--- config.mk ---
export PLATFORM = sky130hd
export DESIGN_NAME = md_top
export DESIGN_NICKNAME = d
export VERILOG_FILES = /design/src/common/md_pkg.sv /design/src/design/md_multiplier.sv /design/src/divider/md_divider.sv /design/src/design/md_hilo_ctrl.sv /design/src/design/md_top.sv
export SDC_FILE = /design/constraint.sdc
export NUM_CORES = 2
export LEC_CHECK = 0
export ABC_CLOCK_PERIOD_IN_PS = 10850
export BUFFER_PORTS_ARGS = -buffer_cell sky130_fd_sc_hd__buf_2
export CORE_ASPECT_RATIO = 1.75
export CORE_MARGIN = 3
export CORE_UTILIZATION = 66
export DETAILED_ROUTE_END_ITERATION = 8
export PLACE_DENSITY_LB_ADDON = 0.05
export SLEW_MARGIN = 25
export SYNTH_ARGS = -nofsm -noshare
export SYNTH_HDL_FRONTEND = slang
export SYNTH_HIERARCHICAL = 1
export SYNTH_SLANG_ARGS = --single-unit
--- constraint.sdc ---
create_clock -name clk -period 10.85 [get_ports clk]
set_input_delay 0.5425 -clock clk [delete_from_list [all_inputs] [get_ports clk]]
set_output_delay 0.5425 -clock clk [all_outputs]
set_load 0.01 [all_outputs]
--- src/common/md_pkg.sv ---
package md_pkg;

	// datapath width of the core
	localparam int XLEN = 32;

	// opcode values follow the decoder of the core
	// bit 1 picks divide, bit 0 picks signed
	typedef enum logic [1:0]
	{
		MULTU = 2'b00,
		MULT  = 2'b01,
		DIVU  = 2'b10,
		DIV   = 2'b11
	} md_op_t;

	// one operation as handed over by the execute stage
	typedef struct packed
	{
		md_op_t          op;
		logic [XLEN-1:0] a;    // dividend or multiplicand
		logic [XLEN-1:0] b;    // divisor or multiplier
	} md_req_t;

	// HI/LO pair
	// multiply: upper and lower product halves
	// divide: remainder in hi, quotient in lo
	typedef struct packed
	{
		logic [XLEN-1:0] hi;
		logic [XLEN-1:0] lo;
	} md_result_t;

	// shift-subtract steps of the divider, one per quotient bit
	localparam int DIV_STEPS = XLEN;

	// setup cycle plus the steps
	localparam int DIV_CYCLES = DIV_STEPS + 1;

endpackage

--- src/design/md_multiplier.sv ---
module md_multiplier #(
	parameter int MUL_STAGES = 4
) (
	input  logic               clk,
	input  logic               rst,
	input  logic               issue,
	input  md_pkg::md_req_t    issue_req,
	output logic               mul_done,
	output md_pkg::md_result_t mul_result
);

	localparam int W = md_pkg::XLEN;

	logic                  is_mul;
	logic                  is_signed;
	logic signed [W:0]     opa;
	logic signed [W:0]     opb;
	logic signed [2*W+1:0] full_prod;

	logic [MUL_STAGES-1:0] vld_q;
	logic [2*W-1:0]        prod_q [MUL_STAGES];

	assign is_mul    = (issue_req.op == md_pkg::MULT) || (issue_req.op == md_pkg::MULTU);
	assign is_signed = issue_req.op == md_pkg::MULT;

	// one extra bit makes a single signed multiply cover both flavours
	assign opa = {is_signed & issue_req.a[W-1], issue_req.a};
	assign opb = {is_signed & issue_req.b[W-1], issue_req.b};

	assign full_prod = opa * opb;

	// valid tag travels alongside the product
	always_ff @(posedge clk)
	begin
		if (!rst)
			vld_q <= '0;
		else
		begin
			vld_q[0] <= issue && is_mul;
			for (int i = 1; i < MUL_STAGES; i++)
				vld_q[i] <= vld_q[i-1];
		end
	end

	always_ff @(posedge clk)
	begin
		if (issue && is_mul)
			prod_q[0] <= full_prod[2*W-1:0];    // upper two bits are sign copies
		for (int i = 1; i < MUL_STAGES; i++)
			prod_q[i] <= prod_q[i-1];
	end

	assign mul_done      = vld_q[MUL_STAGES-1];
	assign mul_result.hi = prod_q[MUL_STAGES-1][2*W-1:W];
	assign mul_result.lo = prod_q[MUL_STAGES-1][W-1:0];

endmodule

--- src/divider/md_divider.sv ---
module md_divider (
	input  logic               clk,
	input  logic               rst,
	input  logic               issue,
	input  md_pkg::md_req_t    issue_req,
	output logic               div_done,
	output md_pkg::md_result_t div_result
);

	localparam int W     = md_pkg::XLEN;
	localparam int STEPS = md_pkg::DIV_STEPS;
	localparam int CNT_W = $clog2(STEPS);

	localparam logic [CNT_W-1:0] LAST = CNT_W'(STEPS - 1);

	logic         is_div;
	logic         is_signed;
	logic         a_neg;
	logic         b_neg;
	logic [W-1:0] a_mag;
	logic [W-1:0] b_mag;

	logic             active_q;
	logic             done_q;
	logic [CNT_W-1:0] cnt_q;

	logic [W-1:0] rem_q;
	logic [W-1:0] quo_q;    // dividend bits shift out, quotient bits shift in
	logic [W-1:0] dvs_q;
	logic         neg_quo_q;
	logic         neg_rem_q;
	md_pkg::md_result_t res_q;

	logic [W:0]   shifted;
	logic [W:0]   diff;
	logic         fits;
	logic [W-1:0] rem_n;
	logic [W-1:0] quo_n;

	assign is_div    = (issue_req.op == md_pkg::DIV) || (issue_req.op == md_pkg::DIVU);
	assign is_signed = issue_req.op == md_pkg::DIV;

	assign a_neg = is_signed && issue_req.a[W-1];
	assign b_neg = is_signed && issue_req.b[W-1];

	// 0x80000000 maps onto itself, read as unsigned it is the right magnitude
	assign a_mag = a_neg ? -issue_req.a : issue_req.a;
	assign b_mag = b_neg ? -issue_req.b : issue_req.b;

	// one restoring step
	always_comb
	begin
		shifted = {rem_q, quo_q[W-1]};
		diff    = shifted - {1'b0, dvs_q};
		fits    = shifted >= {1'b0, dvs_q};
		rem_n   = fits ? diff[W-1:0] : shifted[W-1:0];
		quo_n   = {quo_q[W-2:0], fits};
	end

	always_ff @(posedge clk)
	begin
		if (!rst)
		begin
			active_q <= 1'b0;
			done_q   <= 1'b0;
			cnt_q    <= '0;
		end
		else
		begin
			done_q <= 1'b0;
			if (issue && is_div)
			begin
				active_q <= 1'b1;    // setup cycle
				cnt_q    <= '0;
			end
			else if (active_q)
			begin
				cnt_q <= cnt_q + 1'b1;
				if (cnt_q == LAST)
				begin
					active_q <= 1'b0;
					done_q   <= 1'b1;
				end
			end
		end
	end

	always_ff @(posedge clk)
	begin
		if (issue && is_div)
		begin
			rem_q     <= '0;
			quo_q     <= a_mag;
			dvs_q     <= b_mag;
			neg_quo_q <= a_neg ^ b_neg;
			neg_rem_q <= a_neg;    // remainder follows the dividend
		end
		else if (active_q)
		begin
			rem_q <= rem_n;
			quo_q <= quo_n;
			// sign fix-up rides on the final step
			if (cnt_q == LAST)
			begin
				res_q.lo <= neg_quo_q ? -quo_n : quo_n;
				res_q.hi <= neg_rem_q ? -rem_n : rem_n;
			end
		end
	end

	assign div_done   = done_q;
	assign div_result = res_q;

endmodule

--- src/design/md_hilo_ctrl.sv ---
module md_hilo_ctrl (
	input  logic                    clk,
	input  logic                    rst,
	input  md_pkg::md_req_t         req,
	input  logic                    start,
	input  logic                    flush,
	input  logic                    hilo_wr,
	input  logic                    hilo_wr_hi,
	input  logic [md_pkg::XLEN-1:0] wr_data,
	input  logic                    rd_hi,
	input  logic                    mul_done,
	input  md_pkg::md_result_t      mul_result,
	input  logic                    div_done,
	input  md_pkg::md_result_t      div_result,
	output logic                    issue,
	output md_pkg::md_req_t         issue_req,
	output logic                    busy,
	output logic [md_pkg::XLEN-1:0] rdata
);

	logic               busy_q;
	logic               unit_done;
	md_pkg::md_result_t hilo_q;

	// no queue, a start while busy is simply dropped
	assign issue     = start && !busy_q && !flush;
	assign issue_req = req;

	assign unit_done = mul_done || div_done;

	always_ff @(posedge clk)
	begin
		if (!rst)
			busy_q <= 1'b0;
		else if (issue)
			busy_q <= 1'b1;
		else if (unit_done)
			busy_q <= 1'b0;    // drops together with the HI/LO update
	end

	// a unit result wins over a move-to write
	always_ff @(posedge clk)
	begin
		if (!rst)
			hilo_q <= '0;
		else if (mul_done)
			hilo_q <= mul_result;
		else if (div_done)
			hilo_q <= div_result;
		else if (hilo_wr && !flush)
		begin
			if (hilo_wr_hi)
				hilo_q.hi <= wr_data;
			else
				hilo_q.lo <= wr_data;
		end
	end

	assign busy  = busy_q;
	assign rdata = rd_hi ? hilo_q.hi : hilo_q.lo;

endmodule

--- src/design/md_top.sv ---
module md_top #(
	parameter int MUL_STAGES = 4
) (
	input  logic                    clk,
	input  logic                    rst,
	input  md_pkg::md_req_t         req,
	input  logic                    start,
	input  logic                    flush,
	input  logic                    hilo_wr,
	input  logic                    hilo_wr_hi,
	input  logic [md_pkg::XLEN-1:0] wr_data,
	input  logic                    rd_hi,
	output logic                    busy,
	output logic [md_pkg::XLEN-1:0] rdata
);

	logic               issue;
	md_pkg::md_req_t    issue_req;
	logic               mul_done;
	md_pkg::md_result_t mul_result;
	logic               div_done;
	md_pkg::md_result_t div_result;

	md_hilo_ctrl u_ctrl (
		.clk        (clk),
		.rst        (rst),
		.req        (req),
		.start      (start),
		.flush      (flush),
		.hilo_wr    (hilo_wr),
		.hilo_wr_hi (hilo_wr_hi),
		.wr_data    (wr_data),
		.rd_hi      (rd_hi),
		.mul_done   (mul_done),
		.mul_result (mul_result),
		.div_done   (div_done),
		.div_result (div_result),
		.issue      (issue),
		.issue_req  (issue_req),
		.busy       (busy),
		.rdata      (rdata)
	);

	// both units see every issue and pick out their own opcodes
	md_multiplier #(
		.MUL_STAGES (MUL_STAGES)
	) u_mul (
		.clk        (clk),
		.rst        (rst),
		.issue      (issue),
		.issue_req  (issue_req),
		.mul_done   (mul_done),
		.mul_result (mul_result)
	);

	md_divider u_div (
		.clk        (clk),
		.rst        (rst),
		.issue      (issue),
		.issue_req  (issue_req),
		.div_done   (div_done),
		.div_result (div_result)
	);

endmodule

-- Yosys cells after proc, flatten, opt, wreduce, memory -nomap -nowiden
Memories as Yosys holds them, arrays and structs flattened.
Cells that the tools add are included.
- memories kept: 1
- RAM bits: 256
- logic and storage cells: 77
- bits in registers: 238
- output and inout port bits: 33
- memories (name ; words ; bits a word ; rd ports ; clocked after Yosys merged registers in ; write ports ; line ; text):
    u_mul.prod_q ; 4 ; 64 ; 4 ; 0 ; 4 ; md_multiplier.sv:21 ; logic [2*W-1:0] prod_q [MUL_STAGES];
- equal/unequal tests: 5
- reductions and logical operators: 22
- mux-type cells: 21
- $mul: 1
- magnitude comparators: 1
- bitwise operators: 6
- add/sub/neg operators: 6
- operators by type and width (operator ; count):
    $mux W32 ; 10
    $mux W64 ; 3
    $neg A32 Y32 ; 4
    $mul A33 B33 Y64 ; 1
    $ge A33 B32 Y1 ; 1
    $sub A32 B32 Y32 ; 1
    $mux W1 ; 8
    $logic_and A1 B1 Y1 ; 7
    $reduce_bool A3 Y1 ; 2
    $add A5 B1 Y5 const B ; 1
    $eq A5 B5 Y1 const B ; 1
    $eq A2 B2 Y1 const B ; 2
    $reduce_and A2 Y1 ; 2
    $reduce_bool A2 Y1 ; 2
    $logic_or A1 B1 Y1 ; 3
    $ne A3 B1 Y1 const B ; 1
    $not A1 Y1 ; 3
    $reduce_and A3 Y1 ; 1
    $reduce_or A3 Y1 ; 1
    $and A1 B1 Y1 ; 2
    $eq A2 B1 Y1 const B ; 1
    $logic_not A1 Y1 ; 2
    $logic_not A2 Y1 ; 1
    $reduce_or A2 Y1 ; 1
    $xor A1 B1 Y1 ; 1

-- Logic depth before layout (Yosys ltp)
- word-level depth: 6
- gate-level depth with buffers: 33

-- By module
The synthesis kept the hierarchy.
- modules (own cells, without submodules) (module ; area each (um^2) ; cells an instance ; times used):
    md_multiplier ; 43691.9 ; 4483 ; 1
    md_divider ; 11255.8 ; 1203 ; 1
    md_hilo_ctrl ; 4276.6 ; 468 ; 1

-- Least setup slack after synthesis
OpenSTA, ideal clock, no wires.
- path kind: input to register
- start: input req[65] (netlist bit)
- end: memory u_mul/prod_q[0][62] (netlist bit), data pin
- setup slack: 2052 ps
- data required time: 10683 ps
- stages on the path: 30
- data arrival time: 8631 ps
- library setup time: 167 ps
- cells stage by stage: buf_4 > nor2b_1 > clkbuf_1 > and2_0 > clkbuf_1 > nand2_1 > inv_1 > fa_1 > fa_1 > fa_1 > inv_1 > fa_1 > inv_1 > fa_1 > fa_1 > inv_1 > fa_1 > fa_1 > inv_1 > ha_1 > a21oi_1 > o21bai_1 > a21o_1 > a21o_1 > a21o_1 > a21oi_1 > o21bai_1 > a2bb2oi_1 > or3_1 > a221oi_2
- RTL lines (item ; line ; text):
    start: declaration ; md_top.sv:6 ; input md_pkg::md_req_t req,
    end: declaration ; md_multiplier.sv:21 ;

==> run_results.csv <==
group,metric,value,unit
yosys,ys_seq_area_share,19.98,%
worst_setup_path,cp_top_family,"adder cells",
worst_setup_path,path_common_cell,"fa_1",
clock_tree,htreeDepth,2,
place,numPortBuffers,137,
yosys,synth.area.mux_share,2.119,%
yosys,synth_xor_xnor_area_share,3.224,%
worst_setup_path,end_kind,"register",
sta,finalCritPeriodShare,85.95,%
yosys,synth_simple_gate_area_share,13.01,%
place,hpwl,144800,microns
yosys,synth_flop_cell,"dfxtp_1",
route,antenna_left,0,
yosys,synth_nets,7635,
floorplanning,die_area,93510,sq um
hold_path,hold_class,"register to register",
cells_and_area,mostFrequentLayoutCell,"inv_1",
worst_setup_path,crit_slowest_cell,"fa_1",
sta,setup_viol,0,
worst_setup_path,critPathKind,"input port to register",
global_routing,grt.overflow.total,0,
worst_setup_path,reg2regPathDepth,16,
floorplanning,num_rows,144,
worst_setup_path,r2r_slack,4.72,ns
floorplanning,die_h,402.3,microns
yosys,ys_async_sr_fraction,0,%
clock_tree,postCtsSetupRepairBufs,0,
yosys,synth_area_per_cell,9.624,sq um
clock_tree,clk_path_buf_depth,3,
clock_tree,clk_pin_slew,0.07,ns
yosys,synth_compound_area_share,7.183,%
yosys,synth-adder-area-share,43.34,%
place,pre_cts_ws,0.9987,ns
hold_path,whs_endpoint,"u_mul/prod_q[2][16]$_DFF_P_",
clock_tree,cts.sinks,494,
cells_and_area,nets,7514,
clock_tree,root_buffer,"clkbuf_16",
hold_path,holdPathStages,0,
floorplanning,core,88460,sq um
clock_tree,cts_buffers,43,
yosys,netlist_area,59220,sq um
place,routabilityCongestion,1.002,
yosys,yosys_warnings,6,
global_routing,grtUsageTotal,41.21,%
yosys,synth_cells,6154,
route,vias,43840,
clock_tree,postCtsHoldBufs,0,
flow_run,max-cap-violations,0,
clock_tree,tritoncts,"built",
cells_and_area,drive_gt1_share,5.867,%
worst_setup_path,arrival,9.72,ns
worst_setup_path,worst-path-buf-inv,8,
outcome,status,"finished, final reports clean",
yosys,synth_edf_count,194,
global_routing,grt_antenna_before_repair,17,
route,vias_per_cell,6.047,
route,wl,188800,microns
sta,skew,0.02255,ns
route,drt_iter0_drc,3213,
sta,report.final.hold_viol_count,0,
clock_tree,clk_latency,0.58,ns
yosys,synth-seq-cells,494,
floorplanning,fp.dieW,232.4,microns
yosys,synth_top_family_by_area,"adder cells",
sta,fin_tns_setup,0,ns
global_routing,grt_max_degree,75,
sta,min_period,9.325,ns
sta,slew_viol_final,0,
sta,rsz0062_at_grt,"no",
route,wl_per_cell,26.04,microns
cells_and_area,syn_to_final_growth,4.041,%
worst_setup_path,rr_startpoint,"u_div/rem_q[11]$_SDFFE_PP0P_",
floorplanning,floorplan.initialDensity,66.95,%
worst_setup_path,critPathRequiredTime,11.25,ns
clock_tree,cts_resized,0,
sta,final.setup.worst_slack,1.525,ns
worst_setup_path,timing.rr.end,"u_div/div_result[28]$_DFFE_PP_",
worst_setup_path,cp_max_fo,11,
route,first_pass_iters,6,
yosys,ys_types,109,
worst_setup_path,startpoint_type,"input port",
floorplanning,ios,138,
sta,fmax,0.1072,GHz
route,drc,0,
hold_path,hold_path_startpoint,"u_mul/prod_q[1][16]$_DFF_P_",
global_routing,grt_pass1_vias,47830,
cells_and_area,fillers,7090,
global_routing,grt_pass1_wl,281700,microns
sta,relSlewSlack,25.54,%
cells_and_area,final_cell_mix,"1,250 x inv_1, 1,126 x fa_1, 1,002 x nand2_1",
worst_setup_path,cpPeakStageDelay,0.86,ns
sta,tightestPinTransition,1.117,ns
-- routing by layer --
layer	part of all wire, %	vias up	global-route usage, %
met5	0.012	-	0
met4	13	4	41.16
met2	49	2358	69.39
li1	-	18480	-
met1	30	21940	41.68
met3	7.5	1059	7.663
-- registers in the layout, summed over array words and instances, names as in the netlist --
register	count
u_ctrl/busy	1
u_ctrl/hilo_q	64
u_div/active_q	1
u_div/cnt_q	5
u_div/div_done	1
u_div/div_result	64
u_div/dvs_q	32
u_div/neg_quo_q	1
u_div/neg_rem_q	1
u_div/quo_q	32
u_div/rem_q	32
u_mul/prod_q	256
u_mul/vld_q	4
-- area by class of cell --
class | instances | area, sq um | area share [%]
Sequential cell | 494 | 11840 | 19.22
Antenna cell | 14 | 35.03 | 0.05686
Clock inverter | 24 | 246.5 | 0.4000
Timing Repair Buffer | 215 | 1328 | 2.154
Inverter | 1253 | 4703 | 7.633
Clock buffer | 56 | 1186 | 1.925
Multi-Input combinational cell | 4026 | 40820 | 66.24
Tap cell | 1168 | 1461 | 2.372
-- worst max-delay path by stage --
stage / startpoint / endpoint / slack, ns / cells past startpoint
2_1_floorplan: req[65] / u_mul/prod_q[0][62]$_DFFE_PP_ / 2.05 / 30
3_3_place_gp: req[65] / u_mul/prod_q[0][62]$_DFFE_PP_ / 1.16 / 29
3_5_place_dp: req[65] / u_mul/prod_q[0][62]$_DFFE_PP_ / 1.0 / 29
4_1_cts: req[65] / u_mul/prod_q[0][62]$_DFFE_PP_ / 1.57 / 29
5_1_grt: req[65] / u_mul/prod_q[0][62]$_DFFE_PP_ / 1.07 / 29
6_report: req[65] / u_mul/prod_q[0][62]$_DFFE_PP_ / 1.52 / 29
-- kinds of logic after synthesis --
family,Yosys count
AND/OR/NAND/NOR,1690
buffers and inverters,1634
adder cells (fa/ha/maj),1376
AO/OA/AOI/OAI,621
flip-flops,494
XOR/XNOR,218
multiplexers,121
-- cell usage after synthesis, types with 20 or more instances --
cell type,n,area [sq um]
or3_1,20,125.1
and2_1,276,1727
nor2_1,160,600.6
fa_1,1126,22540
mux2i_1,86,860.8
a211oi_1,26,195.2
dfxtp_1,300,6006
nor3_1,37,185.2
a21o_1,38,285.3
edfxtp_1,194,5826
o21ai_0,103,515.5
o21ai_1,76,380.4
a22o_1,65,569.3
buf_4,69,518.0
buf_2,34,170.2
and3_1,29,181.4
xor2_1,71,621.9
inv_1,1250,4692
nand4_1,25,156.4
xnor2_1,147,1287
ha_1,250,3128
clkbuf_1,250,938.4
nand3_1,31,155.2
buf_6,22,247.7
a21oi_1,128,640.6
mux2_1,32,360.4
nand2_1,1003,3765
o31ai_1,26,195.2
-- worst reg2reg max path, cell delays in order, from the launching register on --
cell	delay [ns]
dfxtp_1	0.51
ha_1	0.41
a21oi_1	0.24
o21ai_1	0.17
a22o_1	0.34
o311a_1	0.39
or2_2	0.46
inv_2	0.62
ha_1	0.30
nand2b_1	0.10
or3_1	0.41
or4_1	0.47
or2_1	0.28
or3_1	0.45
or2_1	0.31
o31ai_1	0.31
xnor2_1	0.11
-- per-stage QoR --
stage / util [%] / area (sq um) / instances / hold WS [ns]
after floorplan: - / 59220 / 6154 / 0.3096
after global placement: 67.89 / 60060 / 7152 / 0.3098
after detailed placement: 67.94 / 60100 / 7154 / 0.3121
after CTS: 69.56 / 61530 / 7234 / 0.3192
after global routing: 69.64 / 61610 / 7246 / 0.3249
final: 69.65 / 61620 / 7250 / 0.3231
Power is left out: the tool's default activity adds up to more than one toggle a clock period on the data nets, which glitch-free logic cannot reach.
